[src/verilog/qspi_sclk_gen.sv]
`default_nettype none

module qspi_sclk_gen (
    input  wire        clk_i,
    input  wire        arst_n_i,
    input  wire        run_i,
    input  wire  [5:0] prescaler_i,
    output logic       sclk_o,
    output logic       rise_o,
    output logic       fall_o
);

    logic [5:0] cnt_q;
    logic       sclk_q;
    logic       rise_q;
    logic       fall_q;
    logic       tick;

    // Half period ends after prescaler+1 cycles
    assign tick = run_i && (cnt_q == prescaler_i);

    always_ff @(posedge clk_i or negedge arst_n_i) begin
        if (!arst_n_i) begin
            cnt_q  <= '0;
            sclk_q <= 1'b0;
            rise_q <= 1'b0;
            fall_q <= 1'b0;
        end else if (!run_i) begin
            // Idle low and restart the count so the next transfer gets a full half period
            cnt_q  <= '0;
            sclk_q <= 1'b0;
            rise_q <= 1'b0;
            fall_q <= 1'b0;
        end else begin
            // Strobes rise together with the new level of sclk
            rise_q <= tick && !sclk_q;
            fall_q <= tick && sclk_q;
            if (tick) begin
                cnt_q  <= '0;
                sclk_q <= ~sclk_q;
            end else begin
                cnt_q <= cnt_q + 6'd1;
            end
        end
    end

    assign sclk_o = sclk_q;
    assign rise_o = rise_q;
    assign fall_o = fall_q;

endmodule

`default_nettype wire

[config.mk]
export PLATFORM = sky130hd
export DESIGN_NAME = qspi_sclk_gen
export DESIGN_NICKNAME = d
export VERILOG_FILES = /design/src/verilog/qspi_sclk_gen.sv
export SDC_FILE = /design/constraint.sdc
export NUM_CORES = 1
export LEC_CHECK = 0
export ABC_CLOCK_PERIOD_IN_PS = 1700
export BUFFER_PORTS_ARGS = -buffer_cell sky130_fd_sc_hd__clkbuf_2
export CAP_MARGIN = 10
export CORE_AREA = 8 8 45 47
export DETAILED_ROUTE_END_ITERATION = 8
export DIE_AREA = 0 0 53 55
export MAX_ROUTING_LAYER = met4
export SLEW_MARGIN = 20
export SYNTH_ARGS = -nofsm -noshare
export SYNTH_HDL_FRONTEND = slang
export SYNTH_SLANG_ARGS = --single-unit
export TNS_END_PERCENT = 1
[constraint.sdc]
create_clock -name clk_i -period 1.7 [get_ports clk_i]
set_clock_uncertainty 0.1 [all_clocks]
set_input_delay 0.34 -clock clk_i [delete_from_list [all_inputs] [get_ports clk_i]]
set_output_delay 0.34 -clock clk_i [all_outputs]
set_load 0.02 [all_outputs]
==> results.sh, run 1 <==
export IMPL_status="finished clean"
export IMPL_yosys_area_share_adder_pct=2.60
export IMPL_synthesis_nets=49
export IMPL_synth_area_top_cells="dfrtp_1 47%, xnor2_2 14%, xor2_1 9.1%"
export IMPL_cts_max_level=1
export IMPL_antenna_left=0
export IMPL_dr_pass1_iters=2
export IMPL_hp_class="in -> reg"
export IMPL_fin_cells=71
export IMPL_maxSlewHeadroom_pct=76.0
export IMPL_synth_xor_area_share_pct=24.4
export IMPL_area_growth_pct=23.1
export IMPL_routedWlPerCell_um=11.9
export IMPL_routed_wl_um=846
export IMPL_synth_distinct_cells=16
export IMPL_syn_mean_instance_area_sq_um=12.4
export IMPL_synth_top_family_by_area="XOR/XNOR gates"
export IMPL_clkTransAtPathRegs_ns=0.06
export IMPL_tns_ns=0
export IMPL_grt_overflow=0
export IMPL_dp_slack_ns=0.214
export IMPL_post_cts_repair_setup_buffers=0
export IMPL_fmax_mhz=683
export IMPL_rsz0062_at_grt="no"
export IMPL_clk_path_buf_depth=2
export IMPL_holdPathStages=3
export IMPL_muxShareOfSynthArea_pct=2.08
export IMPL_worst_r2r_cell_count=4
export IMPL_clock_latency_ns=0.26
export IMPL_worstPathArrival_ns=1.50
export IMPL_cp_data_required_time_ns=1.73
export IMPL_period_share_pct=86.1
export IMPL_yosysSeqAreaShare_pct=46.8
export IMPL_crit_path_start_kind="register"
export IMPL_synth_simple_gate_area_share_pct=19.0
export IMPL_post_dp_hpwl_um=716
export IMPL_hold_ws_ns=0.279
export IMPL_synth_top_cell_area_share_pct=46.8
export IMPL_initial_utilization_pct=34.8
export IMPL_ys_flop_type="dfrtp_1"
export IMPL_hold_viol=0
export IMPL_cts_tree="done"
export IMPL_tightest_slew_ns=0.358
export IMPL_synthCells=39
export IMPL_gp_congestion=0.800
export IMPL_fill_cells=132
export IMPL_antenna_found_initial=0
export IMPL_yosysWarnings=0
export IMPL_endpoint_kind="register"
export IMPL_numClockSinks=9
export IMPL_cts_root_buf="clkbuf_4"
export IMPL_crit_path_max_fanout=6
export IMPL_ir_drop_mv=0.444
export IMPL_crit_type="reg -> reg"
export IMPL_layout_drive_gt1_share_pct=38.2
export IMPL_setup_viol=0
export IMPL_routed_via_density=4.51
export IMPL_dieWidth_um=53
export IMPL_yosys_cell_count_top_type="dfrtp_1"
export IMPL_track_usage_pct=7.87
export IMPL_diodes=0
export IMPL_pin_count=12
export IMPL_drv_cap=0
export IMPL_cts_resized=0
export IMPL_drc_errors=0
export IMPL_p_leak_nw=0.296
export IMPL_p_per_area_nw_per_um2=773
export IMPL_worst_slack_ns=0.236
export IMPL_port_buffers=11
export IMPL_yosys_top_cells_count="9 x dfrtp_1, 6 x nor2_1, 5 x xor2_1"
export IMPL_grt_max_degree=10
export IMPL_yosysTopAreaCell="dfrtp_1"
export IMPL_synth_edf_count=0
export IMPL_initialDrtViolationCount=1
export IMPL_synth_compound_area_share_pct=4.42
export IMPL_num_nets_final=66
export IMPL_num_rows=14
export IMPL_placedCellCount=66
export IMPL_first_global_vias=337
export IMPL_async_flop_share_pct=100
export IMPL_core_sq_um=1380
export IMPL_vias=320
export IMPL_dieArea_sq_um=2920
export IMPL_fp_dieH_um=55
export IMPL_slew_violations=0
export IMPL_numCtsBuffers=3
export IMPL_synth_seq_cells=9
export IMPL_grt_pass1_wl_um=1520
export IMPL_finalCriticalPeriod_ns=1.46
export IMPL_syn_area_sq_um=482
[flip-flops by register name, summed over array words and instances, names as in the netlist]
register,cells
cnt_q,6
fall_o,1
rise_o,1
sclk_o,1
[power breakdown]
part / switching, mW / internal (mW)
combinational: 0.0333 / 0.0309
clock: 0.0711 / 0.0902
sequential: 0.0110 / 0.222
[worst max-delay path: stages (launching register included)]
cell and delay, ns:
dfrtp_1 0.43, xnor2_2 0.19, nand4_2 0.14, o31ai_4 0.39
nor2_1 0.09
[cells by family (layout without fill, tap and decap cells)]
family	Yosys count	in the layout
xor gates and xnor gates	10	10
AOI/OAI and AO/OA	1	1
and+or+nand+nor	16	16
adders and majority gates	1	1
buffers and inverters	1	17
DFF	9	9
muxes	1	1
[path summary, 6_finish.rpt]
path / to / slack [ns] / from
min in group asynchronous: cnt_q[5] / 0.36 / arst_n_i
max: cnt_q[3] / 0.24 / cnt_q[4]
max reg2reg: cnt_q[3] / 0.24 / cnt_q[4]
min: sclk_o / 0.28 / run_i
min reg2reg: cnt_q[0] / 0.43 / cnt_q[0]
max in group asynchronous: cnt_q[3] / 0.94 / arst_n_i
[per-layer routing]
metal,share of wire [%],track usage (%),vias to the layer above,wire length [um]
met5,0,-,-,0
met4,1.1,3.88,0,9
met3,10,5.88,3,85
met2,55,12.3,8,467
met1,34,6.94,147,284
li1,-,-,162,-
[stage by stage]
stage | utilization, % | power, mW | area [sq um]
5_1_grt | 42.9 | 0.496 | 593
4_1_cts | 42.9 | 0.469 | 593
3_5_place_dp | 40.2 | 0.301 | 557
3_3_place_gp | 40.2 | 0.300 | 557
2_1_floorplan | - | 0.275 | 482
6_report | 42.9 | 0.458 | 593
[layout by cell type (no fill, tap or decap), types with 2 or more instances in the layout]
cell type  count
clkbuf_2      11
xnor2_2        4
clkbuf_4       3
and3_1         2
nor2_1         6
xor2_1         5
dfrtp_1        9
nand3_1        3
[repair_timing]
action | CTS | global route
hold buffers | 1 | 0
setup endpoints to repair | 0 | 0
hold endpoints to repair | 9 | 0
[final cells by class]
type / instances / area (sq um) / area share (%)
Timing Repair Buffer: 12 / 65.1 / 11.0
Inverter: 1 / 3.75 / 0.633
Tap cell: 16 / 20.0 / 3.38
Multi-Input combinational cell: 29 / 253 / 42.6
Sequential cell: 9 / 225 / 38.0
Clock buffer: 4 / 26.3 / 4.43
Power figures use the tool's default switching activity.
==> inputs of run 2 (changes only) <==
BUFFER_PORTS_ARGS = unset   (was -buffer_cell sky130_fd_sc_hd__clkbuf_2)
CAP_MARGIN = 30   (was 10)
DONT_BUFFER_PORTS = 1   (was unset)
==> run 2 against run 1 <==
Net effect:
- core utilization is 4.0 points lower
- combinational power is 21% lower
- power is 3.4% lower
- cell area is 9.3% lower
- non-clock buffer count is 11 lower
- setup slack worse by 0.025 ns
- die area stayed put
- sequential power hardly changed
- cell count is 15% lower
- first-iteration DRC count grew to 4.0 times the previous value
- wire length is 1.3% higher
- critical endpoint is now cnt_q[2]
==> results.sh, run 2 (same netlist as run 1, synthesis figures left out) <==
export IMPL_pin_count=12
export IMPL_post_dp_hpwl_um=715
export IMPL_dieWidth_um=53
export IMPL_hold_viol=0
export IMPL_p_per_area_nw_per_um2=823
export IMPL_area_growth_pct=11.7
export IMPL_numClockSinks=9
export IMPL_drc_errors=0
export IMPL_grt_overflow=0
export IMPL_setup_viol=0
export IMPL_num_nets_final=55
export IMPL_layout_commonest_cell="dfrtp_1"
export IMPL_total_power_mw=0.443
export IMPL_worst_r2r_cell_count=4
export IMPL_cp_data_required_time_ns=1.72
export IMPL_routed_wl_um=857
export IMPL_fin_cells=60
export IMPL_grt_max_degree=10
export IMPL_top_register="cnt_q"
export IMPL_core_sq_um=1380
export IMPL_initial_utilization_pct=34.8
export IMPL_ir_drop_mv=0.233
export IMPL_routedWlPerCell_um=14.3
export IMPL_layout_drive_gt1_share_pct=22.7
export IMPL_clock_latency_ns=0.25
export IMPL_crit_path_max_fanout=6
export IMPL_slew_violations=0
export IMPL_post_route_util_pct=38.9
export IMPL_antenna_found_initial=0
export IMPL_vias=296
export IMPL_first_global_vias=321
export IMPL_post_cts_repair_setup_buffers=0
export IMPL_finalCriticalPeriod_ns=1.49
export IMPL_diodes=0
export IMPL_tns_ns=0
export IMPL_hp_class="in -> reg"
export IMPL_fmax_mhz=671
export IMPL_clkTransAtPathRegs_ns=0.06
export IMPL_port_buffers=0
export IMPL_rsz0062_at_grt="no"
export IMPL_status="finished clean"
export IMPL_p_int_mw=0.336
export IMPL_clk_path_buf_depth=2
export IMPL_crit_type="reg -> reg"
export IMPL_cts_root_buf="clkbuf_4"
export IMPL_dieArea_sq_um=2920
export IMPL_fill_cells=140
export IMPL_crit_path_start_kind="register"
export IMPL_dr_pass1_iters=4
export IMPL_layout_common_cells="9 x dfrtp_1, 6 x nor2_1, 5 x xor2_1, 4 x xnor2_2"
export IMPL_gp_congestion=0.777
export IMPL_switching_share_pct=24.0
export IMPL_track_usage_pct=7.44
export IMPL_seq_power_share_pct=53.1
export IMPL_tightest_slew_ns=0.418
export IMPL_initialDrtViolationCount=4
export IMPL_numCtsBuffers=3
export IMPL_hold_ws_ns=0.146
export IMPL_cts_max_level=1
export IMPL_antenna_left=0
export IMPL_holdBufCountCts=1
export IMPL_fp_dieH_um=55
export IMPL_cts_resized=0
export IMPL_grt_pass1_wl_um=1510
export IMPL_worstPathArrival_ns=1.51
export IMPL_combPwrFrac_pct=11.4
export IMPL_num_rows=14
export IMPL_maxSlewHeadroom_pct=72.1
export IMPL_holdPathStages=2
export IMPL_endpoint_kind="register"
export IMPL_largest_register_ffs=6
export IMPL_placedCellCount=55
export IMPL_period_share_pct=87.6
export IMPL_p_leak_nw=0.249
export IMPL_switchingPower_mw=0.106
export IMPL_drv_cap=0
export IMPL_cts_tree="done"
export IMPL_clock_power_share_pct=35.5
export IMPL_routed_via_density=4.93
[run 2: power by group through the flow]
stage | logic, mW | registers, mW | clock network, mW
after floorplan | 0.0398 | 0.236 | 0
after global placement | 0.0431 | 0.238 | 0
after detailed placement | 0.0458 | 0.239 | 0
after CTS | 0.0521 | 0.235 | 0.163
after global routing | 0.0566 | 0.237 | 0.179
final | 0.0506 | 0.235 | 0.157
[run 2: through the flow]
stage / setup slack [ns] / area [sq um]
2_1_floorplan: 0.357 / 482
3_3_place_gp: 0.258 / 502
3_5_place_dp: 0.199 / 502
4_1_cts: 0.188 / 538
5_1_grt: 0.112 / 538
6_report: 0.210 / 538
[run 2: layout make-up]
cell class	instances	area (sq um)	area share, %
Inverter	1	3.75	0.698
Clock buffer	4	26.3	4.88
Tap cell	16	20.0	3.72
Sequential cell	9	225	41.9
Timing Repair Buffer	1	10.0	1.86
Multi-Input combinational cell	29	253	47.0
[run 2: worst paths after layout]
path / startpoint / endpoint / slack [ns]
max in group asynchronous: arst_n_i / cnt_q[1] / 0.85
hold reg to reg: cnt_q[0] / cnt_q[0] / 0.45
min in group asynchronous: arst_n_i / sclk_o / 0.36
hold / removal: run_i / cnt_q[1] / 0.15
setup reg to reg: cnt_q[1] / cnt_q[2] / 0.21
setup / recovery: cnt_q[1] / cnt_q[2] / 0.21
[run 2: layer usage]
metal  global-route usage (%)  share of wire, %
met2                     12.5                56
met5                        -                 0
met3                     4.01               7.8
met1                     7.63                36
met4                     1.29                 0
[run 2: worst max-delay path, stage by stage, from the launching register on]
cell and delay, ns:
dfrtp_1 0.44, xnor2_2 0.16, nand4_2 0.18, o31ai_4 0.39, nor2_1 0.09
