--- src/verilog/qspi_pkg.sv ---
`default_nettype none

package qspi_pkg;

    //////////////////////////////
    // Register map
    //////////////////////////////

    // Byte offsets on the register bus
    localparam logic [5:0] CCR_OFS = 6'd0;
    localparam logic [5:0] ADR_OFS = 6'd4;
    localparam logic [5:0] DR_OFS  = 6'd8;
    localparam logic [5:0] STA_OFS = 6'd40;

    //////////////////////////////
    // Transfer types
    //////////////////////////////

    // Number of lines in the data phase, none skips the phase
    typedef enum logic [1:0] {
        MODE_NONE   = 2'd0,
        MODE_SINGLE = 2'd1,
        MODE_DUAL   = 2'd2,
        MODE_QUAD   = 2'd3
    } qspi_mode_e;

    typedef enum logic [2:0] {
        ST_IDLE  = 3'd0,
        ST_CMD   = 3'd1,
        ST_ADDR  = 3'd2,
        ST_DUMMY = 3'd3,
        ST_DATA  = 3'd4
    } qspi_state_e;

    // Command register fields, MSB first
    typedef struct packed {
        logic       start;
        logic [5:0] prescaler;
        logic [2:0] reserved;
        logic       addr_en;
        logic [4:0] size;
        logic [4:0] dummy;
        logic       write;
        qspi_mode_e mode;
        logic [7:0] opcode;
    } qspi_ccr_t;

    // The same word seen per byte lane for masked bus writes
    typedef union packed {
        qspi_ccr_t       fields;
        logic [3:0][7:0] lanes;
    } qspi_ccr_u;

endpackage

`default_nettype wire

--- src/verilog/qspi_regfile.sv ---
`default_nettype none

module qspi_regfile import qspi_pkg::*; (
    input  wire         clk_i,
    input  wire         arst_n_i,
    input  wire         write_i,
    input  wire  [3:0]  be_i,
    input  wire  [5:0]  addr_i,
    input  wire  [31:0] wdata_i,
    input  wire         busy_i,
    input  wire  [4:0]  buf_idx_i,
    input  wire         buf_we_i,
    input  wire  [7:0]  buf_wdata_i,
    output logic [31:0] rdata_o,
    output logic        start_o,
    output logic [7:0]  opcode_o,
    output qspi_mode_e  mode_o,
    output logic        write_o,
    output logic [4:0]  dummy_o,
    output logic [4:0]  size_o,
    output logic        addr_en_o,
    output logic [5:0]  prescaler_o,
    output logic [23:0] addr_o,
    output logic [7:0]  buf_rdata_o
);

    qspi_ccr_u   ccr_q;
    qspi_ccr_u   ccr_wr;
    logic [31:0] adr_q;
    logic [7:0]  buf_q [32];
    logic [31:0] rdata_d;
    logic        start_q;
    logic        locked;
    logic [3:0]  word;
    logic [3:0]  dr_rel;
    logic        dr_hit;
    logic        ccr_we;
    logic        adr_we;
    logic        dr_we;

    // A start already issued counts as busy so the held fields cannot move under the engine
    assign locked = busy_i | start_q;

    assign word   = addr_i[5:2];
    assign dr_rel = word - DR_OFS[5:2];
    // Words below DR wrap around to 14 and 15, so bit 3 rules them out
    assign dr_hit = ~dr_rel[3];

    assign ccr_we = write_i && !locked && (word == CCR_OFS[5:2]);
    assign adr_we = write_i && !locked && (word == ADR_OFS[5:2]);
    assign dr_we  = write_i && !locked && dr_hit;

    //////////////////////////////
    // Command and address
    //////////////////////////////

    always_comb begin
        ccr_wr = ccr_q;
        for (int k = 0; k < 4; k++) begin
            if (be_i[k]) begin
                ccr_wr.lanes[k] = wdata_i[8*k +: 8];
            end
        end
    end

    always_ff @(posedge clk_i or negedge arst_n_i) begin
        if (!arst_n_i) begin
            ccr_q   <= '0;
            adr_q   <= '0;
            start_q <= 1'b0;
        end else begin
            // The stored start bit is always zero, stale lanes never retrigger
            start_q <= ccr_we && ccr_wr.fields.start;
            if (ccr_we) begin
                ccr_q              <= ccr_wr;
                ccr_q.fields.start <= 1'b0;
            end
            if (adr_we) begin
                for (int k = 0; k < 4; k++) begin
                    if (be_i[k]) begin
                        adr_q[8*k +: 8] <= wdata_i[8*k +: 8];
                    end
                end
            end
        end
    end

    assign start_o     = start_q;
    assign opcode_o    = ccr_q.fields.opcode;
    assign mode_o      = ccr_q.fields.mode;
    assign write_o     = ccr_q.fields.write;
    assign dummy_o     = ccr_q.fields.dummy;
    assign size_o      = ccr_q.fields.size;
    assign addr_en_o   = ccr_q.fields.addr_en;
    assign prescaler_o = ccr_q.fields.prescaler;
    assign addr_o      = adr_q[23:0];

    //////////////////////////////
    // Data buffer
    //////////////////////////////

    // Byte 4*n+k of the buffer sits in lane k of DR word n
    always_ff @(posedge clk_i) begin
        if (buf_we_i) begin
            buf_q[buf_idx_i] <= buf_wdata_i;
        end else if (dr_we) begin
            for (int k = 0; k < 4; k++) begin
                if (be_i[k]) begin
                    buf_q[{dr_rel[2:0], 2'(k)}] <= wdata_i[8*k +: 8];
                end
            end
        end
    end

    assign buf_rdata_o = buf_q[buf_idx_i];

    // Read data is registered, one cycle behind the address
    always_comb begin
        rdata_d = '0;
        if (word == CCR_OFS[5:2]) begin
            rdata_d = ccr_q;
        end else if (word == ADR_OFS[5:2]) begin
            rdata_d = adr_q;
        end else if (word == STA_OFS[5:2]) begin
            rdata_d = {31'b0, locked};
        end else if (dr_hit) begin
            rdata_d = {buf_q[{dr_rel[2:0], 2'd3}], buf_q[{dr_rel[2:0], 2'd2}],
                       buf_q[{dr_rel[2:0], 2'd1}], buf_q[{dr_rel[2:0], 2'd0}]};
        end
    end

    always_ff @(posedge clk_i or negedge arst_n_i) begin
        if (!arst_n_i) begin
            rdata_o <= '0;
        end else begin
            rdata_o <= rdata_d;
        end
    end

endmodule

`default_nettype wire

--- config.mk ---
export PLATFORM = sky130hd
export DESIGN_NAME = qspi_regfile
export DESIGN_NICKNAME = d
export VERILOG_FILES = /design/src/verilog/qspi_pkg.sv /design/src/verilog/qspi_regfile.sv
export SDC_FILE = /design/constraint.sdc
export NUM_CORES = 1
export LEC_CHECK = 0
export CAP_MARGIN = 15
export CORE_MARGIN = 10
export CORE_UTILIZATION = 54
export CTS_CLUSTER_DIAMETER = 100
export DETAILED_ROUTE_END_ITERATION = 8
export DONT_BUFFER_PORTS = 1
export PLACE_DENSITY = 0.72
export SLEW_MARGIN = 0
export SYNTH_ARGS = -nofsm -noshare
export SYNTH_HDL_FRONTEND = slang
export SYNTH_SLANG_ARGS = --single-unit
--- constraint.sdc ---
create_clock -name clk_i -period 2.05 [get_ports clk_i]
set_input_delay 0.3075 -clock clk_i [delete_from_list [all_inputs] [get_ports clk_i]]
set_output_delay 0.3075 -clock clk_i [all_outputs]
set_load 0.05 [all_outputs]
==> results of run 1 <==
-- sequential cells by signal, indices dropped and copies added (netlist names) --
register and cells:
adr_q 32, buf_q 256, ccr_q 31, rdata_o 32, start_o 1
-- synth_stat cells, types with 14 or more instances --
library cell and number:
a22oi_1 61, nor4_1 16, mux4_2 34, o22ai_1 74, edfxtp_1 256, buf_1 40
nand2_1 24, mux2i_1 189, mux2_1 34, mux2_2 278, buf_4 69, o21ai_0 68
and3_1 14, buf_2 22, clkbuf_1 61, dfrtp_1 96
-- layer usage --
metal	global-route usage	part of all wire
met1	0.424	0.37
met2	0.461	0.43
met3	0.122	0.16
met5	0	0.0015
met4	0.110	0.046
-- per-stage QoR --
stage               utilization  cells
detailed placement        0.591   1886
floorplan                     -   1456
global route              0.688   2038
CTS                       0.676   2027
finish                    0.688   2041
global placement          0.591   1886
-- worst max-delay path, cell delays in order, from the launching register on --
cell and delay [ps]:
edfxtp_1 450, mux2i_4 260, o22ai_2 120, nor4_1 370, buf_4 220, nand2_4 70, buf_12 170
-- what timing repair did --
item / CTS / global route
hold buffers: 48 / 1
setup buffers: 16 / 12
endpoints found under the hold margin: 416 / 97
setup endpoints to repair: 364 / 453
cloned: 13 / 1
gates resized for setup: 201 / 71
pin swaps: 48 / 33
-- final timing paths --
check,startpoint,to,slack [ps],depth (start not counted)
min reg2reg,adr_q[31],rdata_o[31],490,2
max,buf_q[12][7],buf_rdata_o[7],-460,6
min in group clk_i,be_i[1],adr_q[15],40,2
min,arst_n_i,adr_q[2],-550,0
max in group asynchronous,arst_n_i,adr_q[30],2450,0
max reg2reg,start_o,buf_q[17][3],-120,9
-- layout make-up --
class | count | area [um2]
Inverter | 7 | 31.3
Clock inverter | 17 | 156
Timing Repair Buffer | 235 | 2710
Multi-Input combinational cell | 907 | 10400
Clock buffer | 52 | 1120
Fill cell | 2360 | 11400
Tap cell | 468 | 586
Antenna cell | 3 | 7.51
Sequential cell | 352 | 10100
-- kinds of logic after synthesis --
kind of cell	after synthesis
mux	543
flops	352
compound gates	221
buf+inv	204
simple gates	130
fa+ha+maj	5
xor+xnor	1
-- where the power goes --
| part | internal [W] | leakage (nW) | switching [W] |
|---|---|---|---|
| logic | 0.00114 | 5.41 | 0.00121 |
| clock network | 0.00411 | 0.626 | 0.00292 |
| registers | 0.00797 | 3.57 | 0.00100 |
==> metrics.md, run 1 <==
| Metric | Value |
|---|---|
| # clock sinks | `352` |
| GRT Util Overall | `0.317` |
| Row count | `70` |
| Mux share of post-synthesis cell area | `0.316` |
| Initial Util | `0.546` |
| Clock transition at path regs | `60 ps` |
| Area Overhead vs Synth | `26.1%` |
| Max Cap Violations | `0` |
| Post-route ant nets | `0` |
| Largest family of logic cells by synthesized area | `multiplexers` |
| Final slew viol count | `0` |
| Critical path endpoint category | `output pin` |
| Chip Height | `212 um` |
| # H-tree levels | `2` |
| Placed cell area | `0.0215 mm2` |
| Io pins | `153` |
| Post-Synth Simple-Gate Area | `0.0469` |
| Grt total ovfl | `0` |
| Initial drt markers | `2,387` |
| Async SR Flop Fraction | `0.273` |
| Synthesized instance count | `1,456` |
| Commonest non-fill, non-tap cell in the layout | `edfxtp_1` |
| CTS root buf | `clkbuf_16` |
| Peak VDD IR | `0.507 mV` |
| GPL Wtd Cong | `1.02` |
| Routed wire length | `72.7 mm` |
| Worst Path Class, Setup | `reg -> out` |
| #FFs+latches synth | `352` |
| Xor-xnor portion of the synthesized cell area | `0.000818` |
| Endpoints failing hold | `96` |
| Worst skew pair latency | `550 ps` |
| Final worst path period need | `2510 ps` |
| Worst Skew | `16.0 ps` |
| Initial antenna violation count | `4` |
| Peak Freq | `399 MHz` |
| Port buffer count | `0` |
| Fin nets | `1,606` |
| Largest fanout on the critical path | `2` |
| Fin Setup TNS | `-9310 ps` |
| Unrepaired setup endpoints after global routing | `yes` |
| WHS | `-551 ps` |
| P per Cell Area | `732 mW/mm2` |
| First-pass GRT wire length | `103 mm` |
| Max Buffers Root-to-Sink | `3` |
| HP Class | `in -> async` |
| Failing checks | `negative hold slack, negative setup slack` |
| CP startpoint kind | `flip-flop` |
| Die Area | `0.0449 mm2` |
| Sequential fraction of the synthesis area | `0.507` |
| Setup violators final | `149` |
| Post-synth EDFFs | `256` |
| Die W | `212 um` |
| Final HPWL DP | `47.2 mm` |
| WL/cell | `35.6 um` |
| TritonCTS clock tree | `built` |
| Crit path arrival time | `2200 ps` |
| Dpl ws | `-143 ps` |
| Relative slew margins | `0.300` |
| DR pass1 iterations | `7` |
| Design area | `0.0251 mm2` |
| Ys flop type | `edfxtp_1` |
| Required time of the critical path | `1740 ps` |
| Synth top area share | `0.387` |
| Largest net degree at the start of global routing | `135` |
| Yosys warns | `0` |
| Cell area after synthesis | `0.0199 mm2` |
| Synth Area in Adders | `0.00315` |
| Number of vias per cell | `7.07` |
| Slew of the pin with the lowest slew margin | `1050 ps` |
| Leakage | `9.61 nW` |
| CORE AREA | `0.0364 mm2` |
| Final WS setup | `-458 ps` |
| Top post-synthesis cells by area | `edfxtp_1 39%, mux2_2 16%, dfrtp_1 12%` |
| Synth Area in Compound Gates | `0.0702` |
| Vias in the first global route | `14.1k` |
| Total power | `0.0184 W` |
| Count of different cell masters after synthesis | `52` |
| Via count | `14.4k` |
| Fraction of final layout cells with drive strength greater than 1 | `0.473` |
| DRC viols | `0` |
| Synthesized area per cell | `13.7 um2` |
| Net Count, Synth | `1,521` |
| Period utilization | `1.22` |
| Commonest non-fill, non-tap cells in the layout | `256 x edfxtp_1, 156 x mux2i_1, 147 x mux2_4, 140 x mux2_2, 116 x buf_4` |
| Num CTS Buffers | `38` |
| Status | `complete, but fails checks` |
| Area leader, netlist | `edfxtp_1` |
Note: power is estimated with default switching activity, not from simulation.
==> inputs of run 2 (changes only) <==
--- a/config.mk
+++ b/config.mk
@@ -12,6 +12,7 @@
 export DETAILED_ROUTE_END_ITERATION = 8
 export DONT_BUFFER_PORTS = 1
 export PLACE_DENSITY = 0.72
+export RECOVER_POWER = 100
 export SLEW_MARGIN = 0
 export SYNTH_ARGS = -nofsm -noshare
 export SYNTH_HDL_FRONTEND = slang
==> run 2 against run 1 <==
  * The flow still finishes with violations (negative hold slack, negative setup slack)
  * Worst hold slack hardly changed
  * Sequential power hardly changed
  * Clock-buffer cell count stayed put
  * Global-route usage stayed put
  * Non-clock buffer count stayed put
  * First-iteration DRC count is 7.5% lower
  * Register-to-register slack worse by 170 ps
  * Clock power hardly changed
  * Critical path type unchanged
==> metrics.md, run 2 (synthesis gave the netlist of run 1 again) <==
| Metric | Value |
|---|---|
| Commonest non-fill, non-tap cells in the layout | `256 x edfxtp_1, 156 x mux2i_1, 147 x mux2_4, 140 x mux2_2, 110 x buf_4` |
| CORE AREA | `0.0364 mm2` |
| Routed wire length | `72.7 mm` |
| Unrepaired setup endpoints after global routing | `yes` |
| Internal power | `0.0132 W` |
| Placed cell area | `0.0215 mm2` |
| M1 GR Usage | `0.424` |
| WHS | `-551 ps` |
| Relative slew margins | `0.312` |
| Die W | `212 um` |
| Sw Share | `0.280` |
| Area Overhead vs Synth | `25.8%` |
| Cell Count, Final, Fillers Out | `2,040` |
| Post-route ant nets | `0` |
| DR pass1 iterations | `7` |
| P per Cell Area | `733 mW/mm2` |
| HP Class | `in -> async` |
| Final worst path period need | `2490 ps` |
| First-pass GRT wire length | `103 mm` |
| Slew of the pin with the lowest slew margin | `1030 ps` |
| Commonest non-fill, non-tap cell in the layout | `edfxtp_1` |
| Final Util | `0.686` |
| Worst skew pair latency | `560 ps` |
| Reg2reg start | `start_o` |
| Chip Height | `212 um` |
| Clock transition at path regs | `60 ps` |
| Endpoints failing hold | `96` |
| Failing checks | `negative hold slack, negative setup slack` |
| Number of vias per cell | `7.10` |
| FF-to-FF path depth | `9` |
| Biggest register | `buf_q` |
| Status | `complete, but fails checks` |
| Grt total ovfl | `0` |
| Peak VDD IR | `0.506 mV` |
| WL/cell | `35.7 um` |
| CP startpoint kind | `flip-flop` |
| Largest register FFs | `256` |
| GPL Wtd Cong | `1.02` |
| Crit path arrival time | `2180 ps` |
| Busiest grt layer | `met2` |
| Fin nets | `1,606` |
| Period utilization | `1.21` |
| Dpl ws | `-143 ps` |
| Initial antenna violation count | `4` |
| # clock sinks | `352` |
| Leakage | `9.58 nW` |
| Sw power | `0.00513 W` |
| Die Area | `0.0449 mm2` |
| Final HPWL DP | `47.2 mm` |
| Critical path endpoint category | `output pin` |
| Via count | `14.5k` |
| # H-tree levels | `2` |
| Peak Freq | `402 MHz` |
| Initial drt markers | `2,208` |
| TritonCTS clock tree | `built` |
| Fin Setup TNS | `-72,480 ps` |
| Row count | `70` |
| Max Cap Violations | `0` |
| Top Registers | `buf_q: 256 flops, adr_q: 32 flops, rdata_o: 32 flops` |
| Io pins | `153` |
| CTS root buf | `clkbuf_16` |
| Num CTS Buffers | `38` |
| Fraction of final layout cells with drive strength greater than 1 | `0.470` |
| Design area | `0.0250 mm2` |
| DRC viols | `0` |
| Worst Skew | `13.4 ps` |
| Required time of the critical path | `1740 ps` |
| Worst Path Class, Setup | `reg -> out` |
| Initial Util | `0.546` |
| Largest net degree at the start of global routing | `135` |
| Met2 Track Usage GR | `0.461` |
| Comb power frac | `0.127` |
| Flop pwr share | `0.489` |
| Largest fanout on the critical path | `2` |
| Setup violators final | `568` |
| GRT met3 Usage | `0.122` |
| DP Cell Count | `1,886` |
| GRT Util Overall | `0.317` |
| Max Buffers Root-to-Sink | `3` |
| Final slew viol count | `0` |
| Reg-to-reg slack, setup | `-290 ps` |
| Clk pwr share | `0.384` |
| Reg2Reg Capture Point | `buf_q[17][3]` |
| Vias in the first global route | `14.1k` |
| Final WS setup | `-439 ps` |
| Port buffer count | `0` |
[run 2: cell types whose count changed in the layout (fill, tap and decap cells not counted)]
cell,previous run,this run
buf_4,116,110
clkbuf_1,5,9
clkbuf_2,0,3
buf_6,17,15
clkbuf_4,1,3
a21o_2,0,1
a21o_4,7,6
buf_12,51,50
diode_2,3,2
nor2_1,5,6
nor2_2,1,0
nor4b_2,0,1
nor4b_4,2,1
[run 2: per-stage QoR]
step | hold WS, ps | power, W
CTS | -557 | 0.0182
global route | -560 | 0.0187
global placement | 14.6 | 0.0108
floorplan | 11.9 | 0.0106
finish | -551 | 0.0183
detailed placement | 14.8 | 0.0108
[run 2: power by group through the flow]
stage	logic, W	clock network, W	registers (W)
3_5_place_dp	0.00170	0	0.00912
3_3_place_gp	0.00166	0	0.00910
5_1_grt	0.00240	0.00731	0.00901
6_report	0.00234	0.00703	0.00897
2_1_floorplan	0.00204	0	0.00854
4_1_cts	0.00221	0.00703	0.00897
[run 2: cell type report]
type                            count  area [um2]
Multi-Input combinational cell    907       10400
Tap cell                          468         586
Antenna cell                        2        5.00
Clock buffer                       52        1120
Inverter                            7        31.3
Clock inverter                     17         156
Fill cell                        2374       11400
Timing Repair Buffer              235        2670
Sequential cell                   352       10100
[run 2: per-layer routing]
metal,share of wire,up-vias
li1,-,5813
met1,0.37,7320
met2,0.43,1138
met3,0.15,201
met4,0.044,6
met5,0.0015,-
[run 2: how the worst max path moves through the flow]
stage,end,slack [ps],cells past startpoint,start
final,buf_rdata_o[7],-440,6,buf_q[12][7]
after global routing,buf_rdata_o[2],-460,7,buf_q[25][2]
after global placement,buf_rdata_o[3],-150,6,buf_idx_i[0]
after detailed placement,buf_rdata_o[3],-140,7,buf_idx_i[2]
after CTS,buf_rdata_o[2],-390,7,buf_q[19][2]
after floorplan,buf_q[15][0],-100,10,addr_i[3]
[run 2: timing repair]
action | CTS | global route
buffers inserted | 16 | 12
hold buffers | 48 | 1
gates cloned | 13 | 1
gates resized for setup | 201 | 71
pin swaps | 48 | 33
hold endpoints to repair | 416 | 97
setup endpoints to repair | 364 | 453
[run 2: worst max-delay path: stages (launching register included)]
cell and delay, ps:
edfxtp_1 440, mux2i_4 250, o22ai_2 120, nor4_1 350
buf_4 220, nand2_4 70, buf_12 170
==> inputs of run 3 (changes only) <==
--- a/config.mk
+++ b/config.mk
@@ -11,8 +11,9 @@
 export CTS_CLUSTER_DIAMETER = 100
 export DETAILED_ROUTE_END_ITERATION = 8
 export DONT_BUFFER_PORTS = 1
-export PLACE_DENSITY = 0.72
+export PLACE_DENSITY = 0.69
 export RECOVER_POWER = 100
+export SETUP_SLACK_MARGIN = 0.05
 export SLEW_MARGIN = 0
 export SYNTH_ARGS = -nofsm -noshare
 export SYNTH_HDL_FRONTEND = slang
==> constraint.sdc (replaced) <==
create_clock -name clk_i -period 2.3 [get_ports clk_i]
set_input_delay 0.345 -clock clk_i [delete_from_list [all_inputs] [get_ports clk_i]]
set_output_delay 0.345 -clock clk_i [all_outputs]
set_load 0.05 [all_outputs]
==> run 3 against run 2 <==
  * The run still ends with negative hold slack, negative setup slack left
  * Worst hold slack better by 48 ps
  * Utilization decreased by 6.2 points
  * Cell area shrank 9.0%
  * Critical path depth unchanged
  * First-iteration DRC count rose by 1.4%
  * Sequential share of layout area grew 4.0 points
  * Cell count fell by 4.0%
  * Sequential power decreased by 11%
  * Register-to-register slack better by 160 ps
  * Critical endpoint is now buf_rdata_o[1]
  * Non-clock buffer count shrank 73
  * Via count decreased by 5.0%
  * Critical path type unchanged
==> metrics.md, run 3 (synthesis gave the netlist of run 1 again) <==
| Metric | Value |
|---|---|
| Clock transition at path regs | `60 ps` |
| Critical path endpoint category | `output pin` |
| GPL Wtd Cong | `1.02` |
| CTS Hold Buffers Added | `33` |
| Fin nets | `1,527` |
| Largest register FFs | `256` |
| Commonest non-fill, non-tap cells in the layout | `278 x mux2_2, 256 x edfxtp_1, 157 x mux2i_1, 96 x dfrtp_1, 88 x buf_4` |
| Io pins | `153` |
| Leakage | `8.54 nW` |
| Grt total ovfl | `0` |
| Port buffer count | `0` |
| DP Cell Count | `1,848` |
| Post-route ant nets | `0` |
| # H-tree levels | `2` |
| CORE AREA | `0.0364 mm2` |
| Peak VDD IR | `0.431 mV` |
| Required time of the critical path | `1960 ps` |
| Failing checks | `negative hold slack, negative setup slack` |
| CTS root buf | `clkbuf_16` |
| Die Area | `0.0449 mm2` |
| CP Cell Sequence | `mux2i_2, buf_4, o22ai_4, nor4_4, nand2_2, buf_12` |
| Final HPWL DP | `46.5 mm` |
| Layout fillers | `2,681` |
| TritonCTS clock tree | `built` |
| First-pass GRT wire length | `94.0 mm` |
| Dpl ws | `-302 ps` |
| Max Cap Violations | `0` |
| Crit-path slowest cell | `nor4_4` |
| Final slew viol count | `0` |
| Area Overhead vs Synth | `14.4%` |
| Worst skew pair latency | `550 ps` |
| Crit path arrival time | `2220 ps` |
| Biggest register | `buf_q` |
| Row count | `70` |
| Initial antenna violation count | `4` |
| Unrepaired setup endpoints after global routing | `yes` |
| Initial drt markers | `2,238` |
| Peak Freq | `390 MHz` |
| P per Cell Area | `685 mW/mm2` |
| HP Class | `in -> async` |
| Routed wire length | `65.9 mm` |
| CP startpoint kind | `flip-flop` |
| Number of vias per cell | `7.02` |
| Relative slew margins | `0.441` |
| Initial Util | `0.546` |
| DRC viols | `0` |
| Fraction of final layout cells with drive strength greater than 1 | `0.414` |
| Commonest non-fill, non-tap cell in the layout | `mux2_2` |
| Largest fanout on the critical path | `2` |
| GRT met3 Usage | `0.0955` |
| Busiest grt layer | `met2` |
| Worst Skew | `11.2 ps` |
| Largest net degree at the start of global routing | `135` |
| DR pass1 iterations | `6` |
| Status | `complete, but fails checks` |
| Final worst path period need | `2560 ps` |
| Period utilization | `1.11` |
| Top Registers | `buf_q: 256 flops, adr_q: 32 flops, rdata_o: 32 flops` |
| Setup violators final | `339` |
| Met2 Track Usage GR | `0.415` |
| Vias in the first global route | `13.1k` |
| Slew of the pin with the lowest slew margin | `833 ps` |
| Cell Count, Final, Fillers Out | `1,959` |
| WL/cell | `33.6 um` |
| Max Buffers Root-to-Sink | `3` |
| M1 GR Usage | `0.405` |
| Worst Path Class, Setup | `reg -> out` |
| WHS | `-502 ps` |
| Final WS setup | `-263 ps` |
| Die W | `212 um` |
| Largest incremental delay on the critical path | `440 ps` |
| Chip Height | `212 um` |
| GRT Util Overall | `0.288` |
| N_diodes | `0` |
| Num CTS Buffers | `38` |
| Via count | `13.8k` |
| # clock sinks | `352` |
| Endpoints failing hold | `96` |
run 3: changes by cell type in the layout (fill, tap and decap cells not counted), moves of 13 or more:
| cell | delta |
|---|---|
| mux2_4 | -139 |
| mux2_2 | +138 |
| buf_12 | -24 |
| buf_4 | -22 |
| o22ai_1 | +20 |
| o22ai_2 | -17 |
| and3_4 | -13 |
| buf_6 | -13 |
run 3: metrics by stage:
stage	hold WS (ps)	util	setup TNS [ps]	area, um2	power (W)
final	-502	0.625	-17840	22800	0.0156
after global routing	-512	0.625	-29770	22800	0.0160
after CTS	-513	0.621	-960	22600	0.0155
after floorplan	49.4	-	0	20000	0.00937
after global placement	52.1	0.568	-460	20700	0.00948
after detailed placement	52.2	0.568	-408	20700	0.00953
run 3: report_power, final:
group / internal, W / switching, W
Combinational: 0.000822 / 0.000757
Sequential: 0.00710 / 0.000902
Clock: 0.00347 / 0.00252
run 3: area by class of cell:
type | count | area [um2] | area share
sequential | 352 | 10100 | 0.443
timing repair buffer | 162 | 1610 | 0.0706
inverter | 7 | 26.3 | 0.00115
tap | 468 | 586 | 0.0257
clock inverter | 14 | 66.3 | 0.00291
clock buffer | 55 | 1150 | 0.0505
multi-input combinational | 901 | 9230 | 0.406
run 3: per-layer routing:
layer  wire (um)  up-vias
met4        2160        0
met2       28100      983
met5           0        -
met3        9630      134
li1            -     5624
met1       26000     7010
run 3: worst paths after layout:
kind                              from        endpoint  slack, ps  cells past startpoint
min in group clk_i         wdata_i[27]    buf_q[15][3]         10                      1
setup / recovery           buf_q[2][1]  buf_rdata_o[1]       -260                      6
hold reg to reg              adr_q[30]       adr_q[30]        490                      1
hold / removal                arst_n_i      rdata_o[2]       -500                      0
max in group asynchronous     arst_n_i       ccr_q[27]       2650                      0
setup reg to reg               start_o     buf_q[0][4]       -130                      6
run 3: what timing repair did:
item	CTS	global route
pin swaps	23	11
endpoints found under the setup margin	8	40
buffers inserted	5	4
resized for setup	64	28
cloned	0	1
endpoints found under the hold margin	160	96
run 3: critical path: cells and delay by family, from the launching register on:
kind | cells | cell delay, ps
buf+inv | 2 | 360
simple gates | 2 | 600
mux | 1 | 240
flops | 1 | 400
compound gates | 1 | 70
